### src/mci_access_timer.sv
// Access timer that counts held request cycles and flags a timeout
module mci_access_timer #(
    parameter int TIMEOUT_CYCLES = 8
) (
    input  logic clk,
    input  logic rst_n,
    input  logic dv,
    input  logic hold,
    output logic expired
);
    localparam int cnt_w = $clog2(TIMEOUT_CYCLES + 1);

    logic [cnt_w-1:0] cnt;

    always_ff @(posedge clk or negedge rst_n) begin
        if (!rst_n) begin
            cnt     <= '0;
            expired <= 1'b0;
        end else if (!dv) begin
            cnt     <= '0;
            expired <= 1'b0;
        end else begin
            // Saturates at the limit so expired pulses once
            if (hold && cnt != cnt_w'(TIMEOUT_CYCLES)) begin
                cnt <= cnt + 1'b1;
            end
            expired <= hold && (cnt == cnt_w'(TIMEOUT_CYCLES - 1));
        end
    end

    // Sequencer drops dv on the expiry cycle, not before
    a_exp_dv: assert property (@(posedge clk) disable iff (!rst_n) expired |-> dv);

endmodule

### config.mk
export PLATFORM = sky130hd
export DESIGN_NAME = mci_access_timer
export DESIGN_NICKNAME = d
export VERILOG_FILES = /design/src/mci_access_timer.sv
export SDC_FILE = /design/constraint.sdc
export NUM_CORES = 1
export LEC_CHECK = 0
export BUFFER_PORTS_ARGS = -buffer_cell sky130_fd_sc_hd__buf_2
export CORE_AREA = 2 2 39 41
export CTS_BUF_LIST = sky130_fd_sc_hd__clkbuf_4 sky130_fd_sc_hd__clkbuf_8 sky130_fd_sc_hd__clkbuf_16
export CTS_CLUSTER_DIAMETER = 150
export DETAILED_ROUTE_END_ITERATION = 10
export DIE_AREA = 0 0 41 43
export PLACE_DENSITY = 0.34
export SLEW_MARGIN = 40
export SYNTH_ARGS = -nofsm -noshare
export SYNTH_HDL_FRONTEND = slang
export SYNTH_SLANG_ARGS = --single-unit
### constraint.sdc
create_clock -name clk -period 2.8 [get_ports clk]
set_input_delay 0.84 -clock clk [delete_from_list [all_inputs] [get_ports clk]]
set_output_delay 0.84 -clock clk [all_outputs]
set_load 0.05 [all_outputs]
; ---- Word level (Yosys, flattened, before mapping)
; Cells that the tools add are included.
[word_totals]
ff_bits = 5
wordCells = 11
out_inout_bits = 1
[op_classes]
addsub = 1
n_eq_ne = 3
mux = 3
n_reduce_logical = 2
[op_table]
columns = operator, n
row1 = $mux W4, 2
row2 = $add A4 B1 Y4 const B, 1
row3 = $eq A4 B3 Y1 const B, 1
row4 = $ne A4 B4 Y1 const B, 1
row5 = $logic_and A1 B1 Y1, 2
row6 = $ne A2 B1 Y1 const B, 1
row7 = $mux W1, 1

; ---- Depth between registers and ports, before layout
[logic_depth]
word_depth = 4
mapped_depth = 5
ltp_nobuf = 5

; ---- Worst setup path before layout
; OpenSTA, ideal clock, no wires.
[synth_timing]
path_type = reg-to-output
startpoint = register expired
endpoint = output port expired
n_path_buf = 0
required_time_ns = 1.960
path_stages_with_launch = 1
slack_ns = 1.374
arrival_time_ns = 0.586
cell_sequence = dfrtp_1
[synth_lines]
columns = element, line
row1 = "start, declared", 9  ; output logic expired
row2 = "start signal, assigned", 27  ; expired <= hold && (cnt == cnt_w'(TIMEOUT_CYCLES - 1));
; No word-level cell between the ends.

; ---- Final worst setup path
[layout_timing]
startpoint = register expired
endpoint = output port expired
; No word-level cell between the ends.

==> summary.txt <==
Run status
  • Run status: complete, no violations

Critical path
  • Crit-path cells: buf_2
  • R2R setup slack: 1.48 ns
  • WS Path Type: reg -> out
  • CP max stage delay: 0.31 ns
  • Critical-path maximum fanout: 1
  • Worst r2r src: cnt[0]$_DFFE_PN0P_
  • CP Data Arrival Time: 0.79 ns
  • Endpoint class of the critical path: output port
  • CP delay by family, top: flip-flops
  • Slowest cell on crit path: dfrtp_1
  • Required @ worst endpoint: 1.96 ns
  • Crit start category: register
  • Worst Path Buf+Inv: 1
  • Worst Setup SP: expired$_DFF_PN0_

Logic synthesis
  • Yosys reg bits: 5
  • Seq/Total Area, Yosys: 49.02%
  • Syn Inst Count: 26
  • Synth unique cells: 12
  • Syn nets: 32
  • Mean post-synth cell area: 9.817 um^2
  • Ys Warns: 0
  • Synthesized area: 255.2 um^2

Finish
  • # fillers: 155
  • N_diodes: 0
  • Share of cells above drive strength 1: 23.53%
  • Area grow syn2layout: 27.45%
  • Nets@finish: 41
  • Sequential Area: 125.1 um^2
  • Footprint of the multi-input gates: 122.6 um^2
  • Final Util: 23.51%

STA
  • Final Max Slew Viols: 0
  • Setup TNS: 0 ns
  • Final Hold Fails: 0
  • Worst Skew: 0.0009097 ns
  • Peak Freq: 612.1 MHz
  • Final WS setup: 1.166 ns
  • WHS: 0.4059 ns
  • Worst slew pin tran: 0.3652 ns
  • Slew Limit Headroom: 75.40%
  • Ratio of final minimum period to clock period: 58.35%
  • Final min period: 1.634 ns
  • Final setup viols: 0
  • RSZ-0062 raised after global routing: no

Job
  • Max Cap Viol: 0

Clocking
  • # resized after CTS: 0
  • Reg clk slew, reported paths: 0.04 ns
  • CTS Hold Buffers Added: 0
  • CTS H-tree lvls: 1
  • Clock Root Buffer: clkbuf_4
  • # Post-CTS Setup Buffers: 0
  • CTS Buf Count: 3
  • Clock sinks: 5
  • Latest clock arrival within the worst-skew pair: 0.24 ns
  • Worst-case clock buffer depth: 2
  • CTS tree: built

Route
  • Final antenna-violating net count: 0
  • Vias/cell: 3.920
  • Final wirelength: 437 um
  • Initial DRC Count: 1
  • Drt pass-1 iters: 2
  • Routed len/inst: 8.740 um
  • Vias: 196
  • Remaining DRCs: 0

Global routing
  • GRT Util Overall: 6.667%
  • Vias in the first global route: 176
  • First-pass GRT wire length: 724 um
  • Initial antenna violation count: 0
  • Largest net degree at the start of global routing: 8
  • Grt total ovfl: 0

Worst hold path
  • Hold Path Class: in -> async

Floorplan
  • Die Y: 43 um
  • Core Footprint: 1384 um^2
  • I/O pins: 5
  • Die ar.: 1763 um^2
  • Initial Util: 18.44%
  • Die width: 41 um
  • # rows: 14

Placed design
  • Placer Congestion: 0.6638
  • IO buf count: 4
  • Setup WS pre-CTS: 1.226 ns
  • Post-detail-place hpwl: 347.6 um

Power
  • Power consumption: 0.0001845 W
  • P per Cell Area: 567.0 nW/um^2
  • Worst vdd ir: 0.2372 mV
  • Leakage: 0.1572 nW
[cells by family (layout without fill, tap and decap cells)]
| kind of cell | Yosys count | after routing | synth area share, % |
|---|---|---|---|
| buf+inv | 2 | 10 | 2.942 |
| mux | 2 | 2 | 7.843 |
| fa+ha+maj | 2 | 2 | 9.802 |
| flops | 5 | 5 | 49.02 |
| compound gates | 2 | 2 | 4.901 |
| simple gates | 12 | 12 | 22.06 |
| xor+xnor | 1 | 1 | 3.432 |
[cell type report]
type                    count  area share (%)
flip-flops and latches      5           38.46
multi-input cells          19           37.69
clock buffers               4           9.231
repair buffers              4           6.154
well taps                  16           6.154
inverters                   2           2.308
[flip-flops by register name, indices dropped and copies added, names as in the netlist]
signal	flops
cnt	4
expired	1
[cells in the final DEF (no fill, tap or decap)]
cell type	instances
and2_1	1
o21ai_0	1
a21boi_1	1
ha_1	2
nor3_1	1
inv_1	2
mux2i_1	2
or3b_1	1
clkbuf_4	4
xnor2_1	1
buf_2	4
nand4_1	1
nand2_1	8
dfrtp_1	5
[per-stage QoR]
stage                     cells  instance area, um^2
after floorplan              26                255.2
after global placement       46                295.3
after detailed placement     46                295.3
after CTS                    50                325.3
after global routing         50                325.3
final                        50                325.3
[per-layer routing]
layer / routed length, um / part of all wire, % / GRT usage [%]
met2: 204 / 47 / 8.125
met4: 0 / 0 / 2.000
met3: 24 / 5.5 / 6.283
met5: 0 / 0 / 0
met1: 209 / 48 / 8.197
[synth_stat cells, drive strengths merged]
master | instances | area share [%]
inv | 2 | 2.9
o21ai | 1 | 2.0
a21boi | 1 | 2.9
mux2i | 2 | 7.8
nand4 | 1 | 2.5
ha | 2 | 9.8
nor3 | 1 | 2.0
nand2 | 8 | 12
xnor2 | 1 | 3.4
and2 | 1 | 2.5
or3b | 1 | 3.4
dfrtp | 5 | 49
[report_power, final]
group	internal, W	leakage [nW]	switching [W]
Clock	0.0000635	0.0184	0.0000286
Sequential	0.0000753	0.0683	0.00000295
Combinational	0.00000619	0.0705	0.00000794
[path summary, 6_finish.rpt]
path / to / cells past startpoint
hold / removal: expired$_DFF_PN0_ / 1
hold reg to reg: expired$_DFF_PN0_ / 1
setup reg to reg: cnt[1]$_DFFE_PN0P_ / 5
setup / recovery: expired / 1
max in group asynchronous: cnt[1]$_DFFE_PN0P_ / 1
min in group clk: expired$_DFF_PN0_ / 1
(Power assumes the default switching activity.)
