## src/mci_axi_sub_pkg.sv

```systemverilog
// Bus widths, address map, request and response structs, state and target enums
package mci_axi_sub_pkg;

    // Bus widths
    localparam int addr_w = 32;
    localparam int data_w = 32;
    localparam int user_w = 32;
    localparam int id_w   = 8;
    localparam int strb_w = data_w / 8;
    // SRAM wait state field
    localparam int wait_w = 4;

    // Register window, 4 KB at the bottom of the map
    localparam logic [addr_w-1:0] reg_base  = 32'h0000_0000;
    localparam logic [addr_w-1:0] reg_span  = 32'h0000_1000;
    // Bank select and register index bits
    localparam int priv_bank_bit = 11;
    localparam int reg_idx_lsb   = 2;
    localparam int reg_idx_w     = 3;
    localparam int num_regs      = 2 ** reg_idx_w;
    // SRAM window, span set by SRAM_DEPTH
    localparam logic [addr_w-1:0] sram_base = 32'h0001_0000;

    typedef struct packed {
        logic [addr_w-1:0] addr;
        logic [user_w-1:0] user;
        logic [id_w-1:0]   id;
        logic [data_w-1:0] wdata;
        logic [strb_w-1:0] wstrb;
    } axi_wr_req_t;

    typedef struct packed {
        logic [addr_w-1:0] addr;
        logic [user_w-1:0] user;
        logic [id_w-1:0]   id;
    } axi_rd_req_t;

    typedef struct packed {
        logic [id_w-1:0] id;
        logic            err;
    } axi_wr_resp_t;

    typedef struct packed {
        logic [id_w-1:0]   id;
        logic [data_w-1:0] rdata;
        logic              err;
    } axi_rd_resp_t;

    // Internal simplex request
    typedef struct packed {
        logic [addr_w-1:0] addr;
        logic              write;
        logic [user_w-1:0] user;
        logic [id_w-1:0]   id;
        logic [data_w-1:0] wdata;
        logic [strb_w-1:0] wstrb;
    } cif_req_t;

    typedef struct packed {
        logic [data_w-1:0] rdata;
        logic              hold;
        logic              err;
    } cif_resp_t;

    typedef enum logic [1:0] {S_IDLE, S_ACCESS, S_RESP} sub_state_t;
    typedef enum logic [1:0] {TGT_REG, TGT_SRAM, TGT_NONE} tgt_sel_t;

endpackage

```

## src/mci_reg_block.sv

```systemverilog
// General and privileged register banks with the SRAM wait state field
module mci_reg_block (
    input  logic                               clk,
    input  logic                               rst_n,
    input  logic                               reg_dv,
    input  mci_axi_sub_pkg::cif_req_t          cif_req,
    output mci_axi_sub_pkg::cif_resp_t         reg_resp,
    output logic [mci_axi_sub_pkg::wait_w-1:0] sram_wait
);
    import mci_axi_sub_pkg::*;

    // Bank 0 general, bank 1 privileged
    logic [1:0][num_regs-1:0][data_w-1:0] banks;
    logic                                 bank;
    logic [reg_idx_w-1:0]                 idx;

    assign bank = cif_req.addr[priv_bank_bit];
    assign idx  = cif_req.addr[reg_idx_lsb +: reg_idx_w];

    // Byte lanes written only where strobed
    always_ff @(posedge clk or negedge rst_n) begin
        if (!rst_n) begin
            banks <= '0;
        end else if (reg_dv && cif_req.write) begin
            for (int b = 0; b < strb_w; b++) begin
                if (cif_req.wstrb[b]) begin
                    banks[bank][idx][8*b +: 8] <= cif_req.wdata[8*b +: 8];
                end
            end
        end
    end

    // Registers never stall
    assign reg_resp = '{rdata: banks[bank][idx], hold: 1'b0, err: 1'b0};

    // General register 0 low nibble
    assign sram_wait = banks[0][0][wait_w-1:0];

endmodule

```

## config.mk

```make
export PLATFORM = sky130hd
export DESIGN_NAME = mci_reg_block
export DESIGN_NICKNAME = d
export VERILOG_FILES = /design/src/mci_axi_sub_pkg.sv /design/src/mci_reg_block.sv
export SDC_FILE = /design/constraint.sdc
export NUM_CORES = 1
export LEC_CHECK = 0
export BUFFER_PORTS_ARGS = -buffer_cell sky130_fd_sc_hd__buf_4
export CELL_PAD_IN_SITES_DETAIL_PLACEMENT = 1
export CELL_PAD_IN_SITES_GLOBAL_PLACEMENT = 1
export CORE_MARGIN = 2
export CORE_UTILIZATION = 50
export CTS_CLUSTER_DIAMETER = 120
export CTS_CLUSTER_SIZE = 14
export DETAILED_ROUTE_END_ITERATION = 16
export MAX_ROUTING_LAYER = met4
export PLACE_DENSITY_LB_ADDON = 0.1
export SETUP_SLACK_MARGIN = 0.02
export SKIP_CTS_REPAIR_TIMING = 1
export SYNTH_ARGS = -nofsm -noshare
export SYNTH_HDL_FRONTEND = slang
export SYNTH_SLANG_ARGS = --single-unit
```

## constraint.sdc

```tcl
create_clock -name clk -period 2 [get_ports clk]
set_input_delay 0.1 -clock clk [delete_from_list [all_inputs] [get_ports clk]]
set_output_delay 0.1 -clock clk [all_outputs]
set_load 0.02 [all_outputs]
```

After elaboration in Yosys (flattened, before gate mapping)
Index checks and enable logic that the tools add are counted.
{ "classes": {"reduce_logical": 3, "order_cmp": 4, "n_mux": 31} }
{ "ops": {"columns": ["op", "n"], "rows": [
  ["$mux 512", 7],
  ["$bwmux 512", 4],
  ["$mux 256", 6],
  ["$demux 256 s1", 4],
  ["$demux 32 s3", 4],
  ["$bmux 32 s3", 1],
  ["$mux 32", 2],
  ["$mux 24", 1],
  ["$mux 16", 1],
  ["$mux 8", 1],
  ["$lt 3x4->1 const B", 1],
  ["$ge 3x1->1 const B", 1],
  ["$logic_and 1x1->1", 3],
  ["$lt 1x2->1 const B", 1],
  ["$ge 1x1->1 const B", 1]
]} }
{ "word_totals": {"output_inout_bits": 38, "register_bits": 512} }

Longest topological paths before layout
{ "depth": {"ltp_word": 17, "ltp_mapped": 7} }

Worst setup path before layout
No wires, ideal clock.
{ "synth_timing": {"path_kind": "in2out", "startpoint": "input port cif_req[79] in the netlist's numbering", "endpoint": "output port reg_resp[29] in the netlist's numbering", "required_time_ps": 1900, "arrival_time_ps": 1594, "setup_slack_ps": 306, "n_path_buf": 3, "cell_stages": 6, "path_cell_list": "buf_2 -> buf_2 -> buf_2 -> mux2i_1 -> o22ai_1 -> or4_1"} }
{ "synth_lines": {"columns": ["item", "line_no", "source"], "rows": [
  ["from (decl)", "mci_reg_block.sv:6", "input mci_axi_sub_pkg::cif_req_t cif_req,"],
  ["to (decl)", "mci_reg_block.sv:7", "output mci_axi_sub_pkg::cif_resp_t reg_resp,"]
]} }

==> impl_metrics.ini <==
[clocking]
clock_sinks = 512
clk_latency_ns = 0.58
cts_tree = done
cts_root_buf = clkbuf_16
clk_pin_slew_ns = 0.06
cts_inserted_buffers = 42
clockBufferDepth = 3
cts_max_level = 2

[routing]
num_vias = 14779
finalWirelength_um = 66290
via_per_inst = 6.035
detail_route.wl_per_cell_um = 27.07
drt_first_iter_violations = 799
ant_nets = 0
drt_pre_antenna_iters = 13
drc_errors = 3

[die]
pin_count = 150
core_area_sq_um = 46650
die_y_um = 221.4
die_w_um = 221.4
start_util = 0.5067
rows = 79
die_area_sq_um = 49030

[worst_setup_path]
cp_num_buf_inv = 1
worst_setup_path_end_kind = primary output
crit_chain = mux2i_1, o22ai_1, or4_4, buf_6
required_ns = 1.90
worstPathMaxFanout = 2
path_class = flop to primary output
critPathTopFamily = simple AND/OR/NAND/NOR gates
cp_slowest_cell = or4_4
critical_path_arrival_ns = 1.98
cpPeakStageDelay_ns = 0.57
start_kind = flop

[timing]
clock_skew_ns = 0
period_share = 1.039
setup_violations = 22
finalMaxSlewViolations = 0
worst_pin_slew_ns = 0.6204
slew_headroom = 0.5853
fin_ws_ns = -0.07822
rsz0062_at_grt = yes
finalCriticalPeriod_ns = 2.078
hold_viol_final = 0
fmax_mhz = 481.2

[pwr]
pwr-share-comb = 0.164
leakage_nw = 13.33
power_frac_seq = 0.518
p_sw_mw = 6.119
p_int_mw = 17.84
vdd_drop_max_v = 0.0007043
power.density_nw_per_um2 = 865.8
clkPwrFrac = 0.317
swShare = 0.2554
total_power_mw = 23.96

[place]
dp.cells = 2353
io_buffers = 79
dpl.hpwl_um = 42170
place_congestion = 0.8093

[layout]
final_common_cell = dfrtp_1
synthToLayoutAreaGrowth_pct = 17.05
num_antenna_cells = 0
final_cell_mix = 512 x dfrtp_1, 501 x mux2_2, 255 x mux2i_1
fillCellCount = 4367
regArea_sq_um = 12810
num-nets-final = 1952
final_layout_size_suffix_gt1_frac = 0.4761
multi_input_area_sq_um = 10400
instances_no_fill = 2449

[synthesis]
synth_cells = 1657
yosysWarnings = 0
synth.avg_cell_area_sq_um = 14.27
ys_seq_area_frac = 0.5420
synthDistinctLibCells = 35
synth_area_sq_um = 23640
ys_seq_elements = 512

[status]
violations = DRC, setup timing
status = finished with violations

[global_routing]
grt_pass1_vias = 15873
grt_pass1_wl_um = 99880
grtUsageTotal = 0.2798
grt_max_degree = 67
antenna_found_initial = 0
overflow = 0

[min_path]
hold_path_class = input pin to asynchronous set/reset pin

[flow_run]
drv_cap = 0
==> metal layers <==
| metal | wire length [um] | GRT usage | up-vias | part of all wire |
|---|---|---|---|---|
| met2 | 32520 | 0.4564 | 275 | 0.49 |
| li1 | - | - | 6500 | - |
| met4 | 2102 | 0.08784 | 0 | 0.032 |
| met1 | 29200 | 0.3670 | 7878 | 0.44 |
| met5 | 0 | - | - | 0 |
| met3 | 2472 | 0.03506 | 126 | 0.037 |
==> sequential cells by signal, summed over array words and instances, names as in the netlist <==
name and flops:
sram_wait 4, banks 508
==> worst paths after layout <==
path	from	end	slack, ns	cells after the start
max	banks[499]$_DFFE_PN0P_	reg_resp[21]	-0.08	4
min reg2reg	banks[430]$_DFFE_PN0P_	banks[430]$_DFFE_PN0P_	0.49	1
min in group clk	cif_req[88]	banks[409]$_DFFE_PN0P_	0.28	4
max reg2reg	banks[65]$_DFFE_PN0P_	banks[65]$_DFFE_PN0P_	1.10	2
max in group asynchronous	rst_n	banks[250]$_DFFE_PN0P_	1.12	3
min	rst_n	sram_wait[1]$_DFFE_PN0P_	0.03	2
==> power by group through the flow <==
stage	Clock (mW)	Sequential (mW)	Combinational (mW)
final	7.60	12.4	3.94
after global routing	8.17	12.6	4.25
after detailed placement	0	12.6	3.64
after CTS	7.80	12.4	3.66
after floorplan	0	12.4	2.47
after global placement	0	12.5	3.49
==> final cells by class <==
type | count | area share
multi-input cells | 1033 | 0.3758
flip-flops and latches | 512 | 0.4631
repair buffers | 251 | 0.09271
well taps | 607 | 0.02745
clock buffers | 45 | 0.04070
clock inverters | 1 | 0.0003166
==> synth_stat cells, drive strengths merged <==
library cell    n  area (sq um)
nor4bb          2         20.02
mux2          512          5766
or4            32         240.2
nand3b          6         48.80
nand4           1         6.260
dfrtp         512         12810
nor4b           3         53.80
nor4            1         21.27
nand3          22         190.2
clkbuf         45         168.9
nand2          28         155.2
or3b            6         52.55
nand4b          3         47.54
and3            4         25.02
mux2i         256          2562
nor3b           3         50.05
conb            1         3.750
nor2           16         100.1
o22ai         128         800.8
buf            68         419.2
or3             2         12.51
and4bb          1         12.51
nor3            5         68.82
==> through the flow <==
step	hold WS [ns]	cell area (sq um)	util	setup TNS [ns]	setup slack [ns]
after floorplan	-0.1956	23640	-	0	0.3061
after global placement	0.06387	25800	0.5531	0	0.07812
after detailed placement	0.06684	25800	0.5531	0	0.01042
after CTS	-0.5607	26940	0.5774	-3.486	-0.2138
after global routing	0.04912	27670	0.5930	-2.777	-0.1515
final	0.02904	27670	0.5930	-0.8683	-0.07822
==> logic make-up (layout without fill, tap and decap cells) <==
group | count (synthesis) | after routing | synth area share
buf+inv | 113 | 297 | 0.02488
other cells | 1 | 2 | 0.0001586
compound gates | 128 | 128 | 0.03388
simple gates | 135 | 135 | 0.04674
flops | 512 | 512 | 0.5420
mux | 768 | 768 | 0.3523
Power figures use the tool's default switching activity.
