--- src/mci_axi_sub_pkg.sv ---
// Bus widths, address map, request and response structs, state and target enums
package mci_axi_sub_pkg;

    // Bus widths
    localparam int addr_w = 32;
    localparam int data_w = 32;
    localparam int user_w = 32;
    localparam int id_w   = 8;
    localparam int strb_w = data_w / 8;
    // SRAM wait state field
    localparam int wait_w = 4;

    // Register window, 4 KB at the bottom of the map
    localparam logic [addr_w-1:0] reg_base  = 32'h0000_0000;
    localparam logic [addr_w-1:0] reg_span  = 32'h0000_1000;
    // Bank select and register index bits
    localparam int priv_bank_bit = 11;
    localparam int reg_idx_lsb   = 2;
    localparam int reg_idx_w     = 3;
    localparam int num_regs      = 2 ** reg_idx_w;
    // SRAM window, span set by SRAM_DEPTH
    localparam logic [addr_w-1:0] sram_base = 32'h0001_0000;

    typedef struct packed {
        logic [addr_w-1:0] addr;
        logic [user_w-1:0] user;
        logic [id_w-1:0]   id;
        logic [data_w-1:0] wdata;
        logic [strb_w-1:0] wstrb;
    } axi_wr_req_t;

    typedef struct packed {
        logic [addr_w-1:0] addr;
        logic [user_w-1:0] user;
        logic [id_w-1:0]   id;
    } axi_rd_req_t;

    typedef struct packed {
        logic [id_w-1:0] id;
        logic            err;
    } axi_wr_resp_t;

    typedef struct packed {
        logic [id_w-1:0]   id;
        logic [data_w-1:0] rdata;
        logic              err;
    } axi_rd_resp_t;

    // Internal simplex request
    typedef struct packed {
        logic [addr_w-1:0] addr;
        logic              write;
        logic [user_w-1:0] user;
        logic [id_w-1:0]   id;
        logic [data_w-1:0] wdata;
        logic [strb_w-1:0] wstrb;
    } cif_req_t;

    typedef struct packed {
        logic [data_w-1:0] rdata;
        logic              hold;
        logic              err;
    } cif_resp_t;

    typedef enum logic [1:0] {S_IDLE, S_ACCESS, S_RESP} sub_state_t;
    typedef enum logic [1:0] {TGT_REG, TGT_SRAM, TGT_NONE} tgt_sel_t;

endpackage

--- src/mci_axi_sub_decode.sv ---
// Address decode, privilege check, target steering and response mux
module mci_axi_sub_decode #(
    parameter int SRAM_DEPTH = 256
) (
    input  logic                                dv,
    input  mci_axi_sub_pkg::cif_req_t           cif_req,
    output mci_axi_sub_pkg::cif_resp_t          cif_resp,
    output logic                                reg_dv,
    input  mci_axi_sub_pkg::cif_resp_t          reg_resp,
    output logic                                sram_dv,
    input  mci_axi_sub_pkg::cif_resp_t          sram_resp,
    output logic                                priv_ok,
    output logic                                debug_req,
    output logic                                cptra_req,
    input  logic [mci_axi_sub_pkg::user_w-1:0]  strap_debug_axi_user,
    input  logic [mci_axi_sub_pkg::user_w-1:0]  strap_cptra_axi_user
);
    import mci_axi_sub_pkg::*;

    // First byte past the SRAM window
    localparam logic [addr_w-1:0] sram_end = sram_base + addr_w'(SRAM_DEPTH * 4);

    tgt_sel_t tgt;
    logic     debug_user;
    logic     cptra_user;
    logic     priv_bank;
    logic     deny;

    // Address classification
    always_comb begin
        if ((cif_req.addr - reg_base) < reg_span) begin
            tgt = TGT_REG;
        end else if (cif_req.addr >= sram_base && cif_req.addr < sram_end) begin
            tgt = TGT_SRAM;
        end else begin
            tgt = TGT_NONE;
        end
    end

    // Strap user matches
    assign debug_user = (cif_req.user == strap_debug_axi_user);
    assign cptra_user = (cif_req.user == strap_cptra_axi_user);
    assign priv_ok    = debug_user || cptra_user;
    assign debug_req  = dv && debug_user;
    assign cptra_req  = dv && cptra_user;

    // Privileged bank needs a strap user
    assign priv_bank = (tgt == TGT_REG) && cif_req.addr[priv_bank_bit];
    assign deny      = (tgt == TGT_NONE) || (priv_bank && !priv_ok);

    // Denied requests never reach a target
    assign reg_dv  = dv && !deny && (tgt == TGT_REG);
    assign sram_dv = dv && !deny && (tgt == TGT_SRAM);

    // Error path answers at once with zero data
    always_comb begin
        if (deny) begin
            cif_resp = '{rdata: '0, hold: 1'b0, err: 1'b1};
        end else if (tgt == TGT_SRAM) begin
            cif_resp = sram_resp;
        end else begin
            cif_resp = reg_resp;
        end
    end

    // One target at a time
    always_comb begin
        a_one_target: assert final (!(reg_dv && sram_dv));
    end

endmodule

--- config.mk ---
export PLATFORM = sky130hd
export DESIGN_NAME = mci_axi_sub_decode
export DESIGN_NICKNAME = d
export VERILOG_FILES = /design/src/mci_axi_sub_pkg.sv /design/src/mci_axi_sub_decode.sv
export SDC_FILE = /design/constraint.sdc
export NUM_CORES = 1
export LEC_CHECK = 0
export BUFFER_PORTS_ARGS = -buffer_cell sky130_fd_sc_hd__buf_2
export CORE_AREA = 5 5 105 107
export DETAILED_ROUTE_END_ITERATION = 6
export DIE_AREA = 0 0 110 112
export GPL_ROUTABILITY_DRIVEN = 0
export PLACE_DENSITY_LB_ADDON = 0.12
export SYNTH_ARGS = -nofsm -noshare
export SYNTH_HDL_FRONTEND = slang
export SYNTH_SLANG_ARGS = --single-unit
--- constraint.sdc ---
create_clock -name vclk -period 2.55
set_clock_uncertainty 0.2 [all_clocks]
set_input_delay 0.3825 -clock vclk [all_inputs]
set_output_delay 0.3825 -clock vclk [all_outputs]
set_load 0.005 [all_outputs]
==> After elaboration in Yosys (flattened, before gate mapping) <==
Cells that the tools add are included.
W data, S select, Z words.
{ "word_totals": {"register_bits": 0, "input_bits": 242, "output_inout_bits": 39, "wordCells": 24} }
{ "classes": {"n_lt_le_gt_ge": 3, "n_eq_ne": 4, "n_mux": 4, "n_reduce_logical": 13} }
{ "op_table": {"columns": ["cell", "count"], "rows": [
  ["$mux W34", 2],
  ["$eq A32 B32 Y1", 2],
  ["$ge A32 B17 Y1 const B", 1],
  ["$lt A32 B13 Y1 const B", 1],
  ["$lt A32 B17 Y1 const B", 1],
  ["$logic_and A1 B1 Y1", 8],
  ["$mux W2", 2],
  ["$eq A2 B1 Y1 const B", 1],
  ["$eq A2 B2 Y1 const B", 1],
  ["$logic_not A1 Y1", 2],
  ["$logic_not A2 Y1", 1],
  ["$logic_or A1 B1 Y1", 2]
]} }

==> Longest topological paths before layout <==
{ "logic_depth": {"depth_word": 11, "depth_mapped": 8} }

==> Worst setup path before layout <==
OpenSTA, ideal clock, no wires.
{ "synth_timing": {"path_type": "input to output", "startpoint": "input port cif_req[98] in the netlist's numbering", "endpoint": "output port cif_resp[15] in the netlist's numbering", "t_arrival_ns": 1.927, "required_ns": 1.967, "setup_slack_ns": 0.041, "path_stages": 7, "n_path_buf": 2, "path_cell_list": "or4_1 nor4_2 and4_1 buf_6 clkbuf_4 mux2i_1 nor2_2"} }
{ "synth_rtl": {"columns": ["element", "line", "source"], "rows": [
  ["start: declaration", "mci_axi_sub_decode.sv:6", "input mci_axi_sub_pkg::cif_req_t cif_req,"],
  ["end: declaration", "mci_axi_sub_decode.sv:7", "output mci_axi_sub_pkg::cif_resp_t cif_resp,"]
]} }

==> results.md <==
* Nets at 658
* Die Span X at approximately 110 µm
* Placed cell areas at ~2800 µm²
* Pwr Density at roughly 95 nW/µm²
* Final worst slack at -226.5 ps
* Post-synth cell types at 23
* Vias in the first global route at 2,284
* Peak Freq at between 300 and 400 MHz
* Post-Route Utilization at just over 30%
* Worst slew pin tran at between 400 and 500 ps
* Via density at roughly 4
* CP startpoint kind: primary input
* Status: finished with violations
* Setup WS pre-CTS at -290.7 ps
* Post-Syn Area per Cell at roughly 8 µm²
* Hold Crit Depth at 3
* Fin crit share at 108.9%
* Syn_nets at between 400 and 500
* Synth top area share at between 30% and 40%
* Peak supply drop at around 0.042 mV
* Post-Place Cells at ~540
* Post-synthesis cell count at between 150 and 200
* Relative slew slack at between 70% and 80%
* Initial antenna violation count at 0
* CP arrival at about 2200 ps
* Violated checks: setup timing
* MaxCap Viol Count at 0
* Switching part of the total power at 42.55%
* Post-synthesis sequential area ratio at 0%
* Endpoints failing setup at 33
* Final ANT Viol Nets at 0
* YS warnings at 0
* WL/cell at between 10 and 15 µm
* Leading cell type in the layout, fill and taps excluded: buf_2
* DIE HEIGHT at 112 µm
* DRC viols at 0
* Static leakage at around 1.6 nW
* P_sw at roughly 0.00012 W
* Core area at 10,050 µm²
* GRT overflow at 0
* Clock buffers at 0
* # diodes at 0
* Post-Layout Cell Count at 550
* Internal at about 0.00017 W
* Ranking of synthesized cells by area: xor2_1 39%, mux2i_1 23%, nor2_2 13%, nor4_1 8.3%, buf_6 3.1%
* Fin area at between 3000 and 4000 µm²
* Largest net degree at the start of global routing at 18
* Cts hold-fix bufs at 0
* Most frequent cells in the layout: 225 x buf_2, 64 x xor2_1, 27 x nor2_2, 24 x mux2i_1, 13 x nor4_1
* Syn Std Cell Area at 1440 µm²
* Row Count at 37
* Layout cells sized above 1 at between 70% and 80%
* Detailed Place HPWL at around 6000 µm
* Share of power burned in registers at 0%
* FFs & Latches at 0
* RSZ-0062 raised after global routing: yes
* Port bufs at ~230
* Drt pass-1 iters at 4
* Final hold violation count at 0
* Area Overhead vs Synth at 114.7%
* Critical path required time at 1970 ps
* Worst hold margin at roughly 860 ps
* Min-Delay Path Class: primary input to output pin
* Worst setup EP type: output pin
* Total GRT Usage at 9.986%
* Fillcell total at between 1k and 1.5k
* Starting Density at 14.34%
* Clk pwr share at 0%
* Critical Path Fanout Max at 8
* DIE AREA at approximately 12,000 µm²
* FF/Latch Area at 0 µm²
* Initial DRC Count at 31
* Via count of the routed design at between 2k and 2.5k
* Gate power share at 100.0%
* I/O pin cnt at between 200 and 300
* Tmin final at 2777 ps
* Fin. max-slew vios at 0
* DRT Wirelength at about 7300 µm
* Crit Path Class: primary input to output pin
* Yosys top cell by area: xor2_1
* Global-route wire length before repair at 10,140 µm
==> repair_timing <==
| item | CTS | global route |
|---|---|---|
| pin swaps | 14 | 5 |
| endpoints found under the setup margin | 34 | 35 |
| gates resized for setup | 9 | 25 |
| buffers inserted | 3 | 1 |
| gates cloned | 3 | 3 |
==> worst max-delay path: stages <==
cell and delay, ps:
buf_6 90, or4_4 530, nor4_4 170, and4_4 290, buf_12 150, clkbuf_16 170, mux2i_4 240, nor2_4 50
buf_2 120
==> cells in the mapped netlist <==
cell,count
or2_2,1
nand3b_1,1
o31ai_4,1
and3_1,1
or2b_2,1
or4_1,1
nor2_2,30
nor2_1,6
and2_1,3
nor4_1,19
clkbuf_4,1
inv_1,1
xor2_1,64
buf_6,4
inv_2,1
mux2i_1,33
nor3_1,1
nor3b_1,1
buf_4,2
and4_1,1
o32a_1,1
nor4_2,1
nand4_1,4
==> final cells by class <==
cell class / instances / area [µm²] / share of cell area [%]
multi-input cells: 170 / 1500 / 48.52
inverters: 2 / 7.507 / 0.2428
repair buffers: 242 / 1414 / 45.73
well taps: 136 / 170.2 / 5.504
==> routing by layer <==
| layer | vias up | global-route usage (%) | part of all wire [%] |
|---|---|---|---|
| met4 | 0 | 0.3325 | 0.37 |
| met3 | 2 | 2.087 | 10 |
| met5 | - | 0 | 0 |
| met2 | 107 | 20.55 | 56 |
| met1 | 940 | 10.51 | 33 |
| li1 | 1099 | - | - |
==> stage by stage <==
step,power (W),setup TNS [ps]
6_report,0.0002929,-6058
4_1_cts,0.0002793,-7689
2_1_floorplan,0.00009484,0
3_3_place_gp,0.0002683,-8129
5_1_grt,0.0003257,-9850
3_5_place_dp,0.0002733,-9062
==> power by group through the flow <==
stage                     sequential (W)  combinational, W  clock (W)
after floorplan                        0         0.0000948          0
after global placement                 0          0.000268          0
after detailed placement               0          0.000273          0
after CTS                              0          0.000279          0
after global routing                   0          0.000326          0
final                                  0          0.000293          0
==> cells by family (layout without fill, tap and decap cells) <==
family / Yosys count / count (layout) / share of synthesized area (%)
AND/OR/NAND/NOR: 71 / 71 / 30.76
XOR/XNOR: 64 / 64 / 38.92
multiplexers: 33 / 33 / 22.94
buffers and inverters: 9 / 244 / 5.212
AO/OA/AOI/OAI: 2 / 2 / 2.172
==> final timing paths <==
kind | from | end | slack (ps)
setup / recovery | cif_req[98] | cif_resp[24] | -230
hold / removal | sram_resp[0] | cif_resp[0] | 860
Power figures use the tool's default switching activity.
