### config.mk
export PLATFORM = sky130hd
export DESIGN_NAME = mci_axi_sub_fsm
export DESIGN_NICKNAME = d
export VERILOG_FILES = /design/src/mci_axi_sub_pkg.sv /design/src/mci_axi_sub_fsm.sv
export SDC_FILE = /design/constraint.sdc
export NUM_CORES = 1
export LEC_CHECK = 0
export BUFFER_PORTS_ARGS = -buffer_cell sky130_fd_sc_hd__buf_2
export CELL_PAD_IN_SITES_DETAIL_PLACEMENT = 1
export CELL_PAD_IN_SITES_GLOBAL_PLACEMENT = 2
export CORE_ASPECT_RATIO = 1.5
export CORE_MARGIN = 2
export CORE_UTILIZATION = 24
export DETAILED_ROUTE_END_ITERATION = 7
export GPL_TIMING_DRIVEN = 0
export PLACE_DENSITY_LB_ADDON = 0.1
export SETUP_SLACK_MARGIN = 0.05
export SLEW_MARGIN = 10
export SYNTH_ARGS = -nofsm -noshare
export SYNTH_HDL_FRONTEND = slang
export SYNTH_SLANG_ARGS = --single-unit
### constraint.sdc
create_clock -name clk -period 3.95 [get_ports clk]
set_input_delay 0.395 -clock clk [delete_from_list [all_inputs] [get_ports clk]]
set_output_delay 0.395 -clock clk [all_outputs]
set_load 0.01 [all_outputs]
### src/mci_axi_sub_pkg.sv
// Bus widths, address map, request and response structs, state and target enums
package mci_axi_sub_pkg;

    // Bus widths
    localparam int addr_w = 32;
    localparam int data_w = 32;
    localparam int user_w = 32;
    localparam int id_w   = 8;
    localparam int strb_w = data_w / 8;
    // SRAM wait state field
    localparam int wait_w = 4;

    // Register window, 4 KB at the bottom of the map
    localparam logic [addr_w-1:0] reg_base  = 32'h0000_0000;
    localparam logic [addr_w-1:0] reg_span  = 32'h0000_1000;
    // Bank select and register index bits
    localparam int priv_bank_bit = 11;
    localparam int reg_idx_lsb   = 2;
    localparam int reg_idx_w     = 3;
    localparam int num_regs      = 2 ** reg_idx_w;
    // SRAM window, span set by SRAM_DEPTH
    localparam logic [addr_w-1:0] sram_base = 32'h0001_0000;

    typedef struct packed {
        logic [addr_w-1:0] addr;
        logic [user_w-1:0] user;
        logic [id_w-1:0]   id;
        logic [data_w-1:0] wdata;
        logic [strb_w-1:0] wstrb;
    } axi_wr_req_t;

    typedef struct packed {
        logic [addr_w-1:0] addr;
        logic [user_w-1:0] user;
        logic [id_w-1:0]   id;
    } axi_rd_req_t;

    typedef struct packed {
        logic [id_w-1:0] id;
        logic            err;
    } axi_wr_resp_t;

    typedef struct packed {
        logic [id_w-1:0]   id;
        logic [data_w-1:0] rdata;
        logic              err;
    } axi_rd_resp_t;

    // Internal simplex request
    typedef struct packed {
        logic [addr_w-1:0] addr;
        logic              write;
        logic [user_w-1:0] user;
        logic [id_w-1:0]   id;
        logic [data_w-1:0] wdata;
        logic [strb_w-1:0] wstrb;
    } cif_req_t;

    typedef struct packed {
        logic [data_w-1:0] rdata;
        logic              hold;
        logic              err;
    } cif_resp_t;

    typedef enum logic [1:0] {S_IDLE, S_ACCESS, S_RESP} sub_state_t;
    typedef enum logic [1:0] {TGT_REG, TGT_SRAM, TGT_NONE} tgt_sel_t;

endpackage

### src/mci_axi_sub_fsm.sv
// Request sequencer from the AXI-style write and read ports to the internal request
module mci_axi_sub_fsm (
    input  logic                          clk,
    input  logic                          rst_n,
    input  logic                          wr_valid,
    input  mci_axi_sub_pkg::axi_wr_req_t  wr_req,
    output logic                          wr_ready,
    output logic                          wr_resp_valid,
    output mci_axi_sub_pkg::axi_wr_resp_t wr_resp,
    input  logic                          rd_valid,
    input  mci_axi_sub_pkg::axi_rd_req_t  rd_req,
    output logic                          rd_ready,
    output logic                          rd_resp_valid,
    output mci_axi_sub_pkg::axi_rd_resp_t rd_resp,
    output logic                          dv,
    output mci_axi_sub_pkg::cif_req_t     cif_req,
    input  mci_axi_sub_pkg::cif_resp_t    cif_resp,
    input  logic                          expired
);
    import mci_axi_sub_pkg::*;

    sub_state_t        state;
    logic              is_write;
    logic              wr_accept;
    logic              rd_accept;
    logic              done;
    logic              resp_err;
    logic [data_w-1:0] resp_rdata;

    // Write wins over a read in the same cycle
    assign wr_accept = (state == S_IDLE) && wr_valid;
    assign rd_accept = (state == S_IDLE) && rd_valid && !wr_valid;
    // Target released the request, or the timer gave up on it
    assign done = (state == S_ACCESS) && (!cif_resp.hold || expired);

    // Only back-pressure toward the initiator
    assign wr_ready = (state == S_IDLE);
    assign rd_ready = (state == S_IDLE) && !wr_valid;

    always_ff @(posedge clk or negedge rst_n) begin
        if (!rst_n) begin
            state         <= S_IDLE;
            dv            <= 1'b0;
            is_write      <= 1'b0;
            wr_resp_valid <= 1'b0;
            rd_resp_valid <= 1'b0;
        end else begin
            // Strobes last one cycle
            wr_resp_valid <= 1'b0;
            rd_resp_valid <= 1'b0;
            unique case (state)
                S_IDLE: begin
                    if (wr_accept || rd_accept) begin
                        state    <= S_ACCESS;
                        dv       <= 1'b1;
                        is_write <= wr_accept;
                    end
                end
                S_ACCESS: begin
                    if (done) begin
                        state         <= S_RESP;
                        dv            <= 1'b0;
                        wr_resp_valid <= is_write;
                        rd_resp_valid <= !is_write;
                    end
                end
                // One turnaround cycle before ready again
                S_RESP:  state <= S_IDLE;
                default: state <= S_IDLE;
            endcase
        end
    end

    // Captured request and completion payload
    always_ff @(posedge clk) begin
        if (wr_accept) begin
            cif_req <= '{addr: wr_req.addr, write: 1'b1, user: wr_req.user, id: wr_req.id,
                         wdata: wr_req.wdata, wstrb: wr_req.wstrb};
        end else if (rd_accept) begin
            cif_req <= '{addr: rd_req.addr, write: 1'b0, user: rd_req.user, id: rd_req.id,
                         wdata: '0, wstrb: '0};
        end
        if (done) begin
            // Hold still high means timeout
            resp_err   <= cif_resp.hold ? 1'b1 : cif_resp.err;
            resp_rdata <= cif_resp.hold ? '0 : cif_resp.rdata;
        end
    end

    assign wr_resp = '{id: cif_req.id, err: resp_err};
    assign rd_resp = '{id: cif_req.id, rdata: resp_rdata, err: resp_err};

    // Targets see a steady request for the whole held access
    a_req_stable: assert property (@(posedge clk) disable iff (!rst_n)
        dv && cif_resp.hold |=> $stable(cif_req));

endmodule

* Word level (Yosys, flattened, before mapping)
Index checks and enable logic that the tools add are counted.
** Cells by class
- Eq/ne operators :: 3
- Muxes and demuxes :: 12
- Reductions and logical operators :: 16
** Operators with widths (number)
- $mux W109 :: 2
- $mux W1 :: 6
- $logic_and A1 B1 Y1 :: 5
- $mux W2 :: 2
- $pmux W2 S2 :: 1
- $reduce_and A2 Y1 :: 2
- $reduce_bool A2 Y1 :: 2
- $logic_not A1 Y1 :: 3
- $reduce_and A3 Y1 :: 1
- $eq A2 B1 Y1 const B :: 1
- $logic_not A2 Y1 :: 1
- $logic_or A1 B1 Y1 :: 2
- $ne A2 B1 Y1 const B :: 1
- $ne A2 B2 Y1 const B :: 1
- $pmux W1 S2 :: 1
** Storage, ports and cells
- Register bits :: 148
- Input bits :: 219
- Output and inout port bits :: 164
- Logic and storage cells :: 44

* Longest topological paths before layout
- Depth after elaboration :: 6
- Depth in mapped cells :: 5

* Worst setup path after synthesis
No wires, ideal clock.
- Path type :: register to register
- From :: register state[0]
- To :: register cif_req[0] in the netlist's numbering (enable)
- Library setup time :: 0.476 ns
- Arrival :: 3.200 ns
- Path slack :: 0.273 ns
- Stages on the path, launching flop included :: 4
- Clock period less this slack :: 3.677 ns
- Cells stage by stage :: dfrtp_1 > nor2_1 > buf_2 > o21a_1
** On the way
- Word-level cells in the longest chain between the ends :: 4
- Elaborated cells on any way between the ends :: 5
- Those cells by class :: reduce/logical: 5
** RTL lines
- start: declaration :: line mci_axi_sub_fsm.sv:22 : sub_state_t state;
- start signal: assignment :: line mci_axi_sub_fsm.sv:42 : state <= S_IDLE;
- start signal: assignment :: line mci_axi_sub_fsm.sv:54 : state <= S_ACCESS;
- start signal: assignment :: line mci_axi_sub_fsm.sv:61 : state <= S_RESP;
- $logic_not A2 Y1 * :: line mci_axi_sub_fsm.sv:31, mci_axi_sub_fsm.sv:32
- $logic_and A1 B1 Y1 (2 in series) :: line mci_axi_sub_fsm.sv:32 : assign rd_accept = (state == S_IDLE) && rd_valid && !wr_valid;
- $reduce_bool A2 Y1 (no source line) *
- end signal: assignment :: line mci_axi_sub_fsm.sv:77 : cif_req <= '{addr: wr_req.addr, write: 1'b1, user: wr_req.user, id: wr_req.id,
- end signal: assignment :: line mci_axi_sub_fsm.sv:80 : cif_req <= '{addr: rd_req.addr, write: 1'b0, user: rd_req.user, id: rd_req.id,
- end: declaration :: line mci_axi_sub_fsm.sv:16 : output mci_axi_sub_pkg::cif_req_t cif_req,
Mark *: on every way between the ends. The rest lies on a longest branch, timed or not.
A chain may end at the register's enable or synchronous reset.

* Worst setup path in the final report
- From :: register state[0]
- To :: register cif_req[106] in the netlist's numbering (enable)
Same word-level chain as after synthesis.

==> flow_metrics.env <==
export IMPL_status="finished clean"
export IMPL_coreArea_sq_um=24900
export IMPL_track_usage_pct=16.1
export IMPL_use_met1_pct=16.6
export IMPL_peakVddDrop_uv=309
export IMPL_grt_start_max_net_pins=56
export IMPL_yosysTopAreaCell="edfxtp_1"
export IMPL_fin_crit_ns=1.99
export IMPL_critPathKind="reg2reg"
export IMPL_fillers=2740
export IMPL_drtPass1Iterations=4
export IMPL_initial_core_util_pct=24.2
export IMPL_relSlewSlack_pct=51.5
export IMPL_grt_busiest_layer="met2"
export IMPL_synthesis_nets=570
export IMPL_dpl_cell_area_sq_um=8400
export IMPL_yosys_area_top_type_share_pct=70.3
export IMPL_setup_ws_ns=1.96
export IMPL_holdBufCountCts=1
export IMPL_die_h_um=198
export IMPL_htreeDepth=4
export IMPL_cts_resized=0
export IMPL_synth_warning_count=0
export IMPL_ys_seq_area_share_pct=73.1
export IMPL_nets=974
export IMPL_slew_viol_final=0
export IMPL_numCtsBuffers=17
export IMPL_clock_tree_root_cell="clkbuf_16"
export IMPL_endpoint_kind="flop"
export IMPL_grt_pass1_wl_um=31200
export IMPL_p_leak_nw=4.14
export IMPL_clk_pin_slew_worst_paths_ns=0.06
export IMPL_yosys_register_bits=148
export IMPL_path_max_fanout=55
export IMPL_drt_iter0_markers=145
export IMPL_portBuffers=382
export IMPL_syn_inst=351
export IMPL_startpoint_type="flop"
export IMPL_hp_class="in2reg"
export IMPL_maxCapViolations=0
export IMPL_dp_hpwl_um=17000
export IMPL_final_common_cell="buf_2"
export IMPL_area_delta_synth_final_pct=49.9
export IMPL_post_cts_buffers=0
export IMPL_drive_gt1_share_pct=66.8
export IMPL_routabilityCongestion=0.739
export IMPL_via_per_inst=4.27
export IMPL_dp_worst_setup_slack_ns=1.86
export IMPL_setup_viol=0
export IMPL_synth_area_sq_um=6020
export IMPL_io_pins=383
export IMPL_antenna_found_initial=4
export IMPL_final_cell_mix="390 x buf_2, 141 x edfxtp_1, 59 x a22o_2, 36 x and3_1, 32 x nor2b_1"
export IMPL_finalHoldViolCount=0
export IMPL_crit_arrival_ns=2.09
export IMPL_multi_input_area_sq_um=1240
export IMPL_ant_nets=0
export IMPL_drc=0
export IMPL_final_util_pct=36.3
export IMPL_timing_final_crit_share_pct=50.4
export IMPL_fmax_ghz=0.502
export IMPL_clock_latency_ns=0.43
export IMPL_final_cell_area_sq_um=9030
export IMPL_met2_usage_pct=29.3
export IMPL_row_count=71
export IMPL_die_area_sq_um=26400
export IMPL_seqCellArea_sq_um=4400
export IMPL_die_x_um=133
export IMPL_rsz0062_at_grt="no"
export IMPL_cts_buffer_depth=2
export IMPL_power_density_nw_per_um2=720
export IMPL_required_ns=4.05
export IMPL_synthDistinctLibCells=24
export IMPL_tightest_slew_ns=0.726
export IMPL_report_power_total_mw=6.50
export IMPL_fin_skew_ns=0.00698
export IMPL_first_global_vias=5064
export IMPL_cts_tree="built"
export IMPL_clock_sinks=148
export IMPL_avgSynthCellArea_sq_um=17.2
export IMPL_fin_hold_ws_ns=0.232
export IMPL_grt_overflow_total=0
export IMPL_synthTopCellsByArea="edfxtp_1 70%, a22o_2 9.8%, and3_1 3.7%, nor2b_1 3.3%, buf_12 2.7%"
export IMPL_wl_um=21500
export IMPL_grtUsageMet3_pct=6.43
export IMPL_num_vias=4699
export IMPL_routedWlPerCell_um=19.6
[path summary, 6_finish.rpt]
check / start / end / slack [ns] / cells after the start
setup / recovery: state[0]$_DFFE_PN0P_ / cif_req[106]$_DFFE_PP_ / 1.96 / 4
hold / removal: cif_resp[0] / resp_err$_SDFFCE_PP1P_ / 0.23 / 2
setup reg to reg: state[0]$_DFFE_PN0P_ / cif_req[106]$_DFFE_PP_ / 1.96 / 4
hold reg to reg: cif_req[76]$_SDFFE_PP1N_ / cif_req[76]$_SDFFE_PP1N_ / 0.46 / 1
max in group asynchronous: rst_n / wr_resp_valid$_DFF_PN0_ / 3.48 / 2
min in group asynchronous: rst_n / is_write$_DFFE_PN0P_ / 0.33 / 2
[routing by layer]
metal | vias up | share of wire (%) | routed length [um]
li1 | 2168 | - | -
met5 | - | 0.032 | 7
met2 | 252 | 54 | 11600
met1 | 2250 | 35 | 7500
met3 | 27 | 9.4 | 2030
met4 | 2 | 1.8 | 398
[metrics by stage]
stage / setup TNS (ns) / instances
floorplan: 0 / 351
global placement: -132.09 / 1061
detailed placement: 0 / 1063
CTS: 0 / 1096
global route: 0 / 1099
finish: 0 / 1100
[cell usage after synthesis]
library cell    n
nor2_1          2
inv_1           2
nand2_1         1
o21a_1          2
nor3_1          1
buf_4          18
or2_2           1
edfxtp_1      141
dfrtp_1         6
buf_2           8
nand2b_1        1
nor2b_1        32
dfxtp_1         1
and2_4          1
nor3_2          1
clkbuf_1       11
a21o_1          2
and2_1          2
a211oi_1        1
a22o_2         59
and3_1         36
nand3b_1        1
buf_12          8
a22o_1         13
[flip-flops by register name, summed over array words and instances (netlist names)]
name and count:
cif_req 109, resp_rdata 32, state 2, dv 1, is_write 1, rd_resp_valid 1
resp_err 1, wr_resp_valid 1
[power breakdown]
| part | total [mW] | switching (mW) | internal, mW | leakage (nW) |
|---|---|---|---|---|
| sequential | 2.66 | 0.166 | 2.49 | 1.46 |
| combinational | 2.16 | 1.26 | 0.900 | 2.40 |
| clock | 1.68 | 0.682 | 0.997 | 0.276 |
[worst max-delay path: stages, from the launching register on]
cell	delay [ns]
dfrtp_1	0.43
nor2_1	0.19
buf_2	0.25
o21a_4	0.42
buf_16	0.32
[area by class of cell]
type	count	area share, %
antenna	4	0.111
sequential	148	48.8
clock buffer	17	4.71
multi-input combinational	156	13.8
tap	328	4.55
clock inverter	15	2.02
inverter	2	0.0831
timing repair buffer	385	21.8
buffer	45	4.17
[kinds of logic after synthesis]
kind of cell,count (synthesis),share of synthesized area (%)
and+or+nand+nor,79,8.18
DFF,148,73.1
buffers and inverters,47,6.38
AOI/OAI and AO/OA,77,12.3
Note: power is estimated with default switching activity, not from simulation.
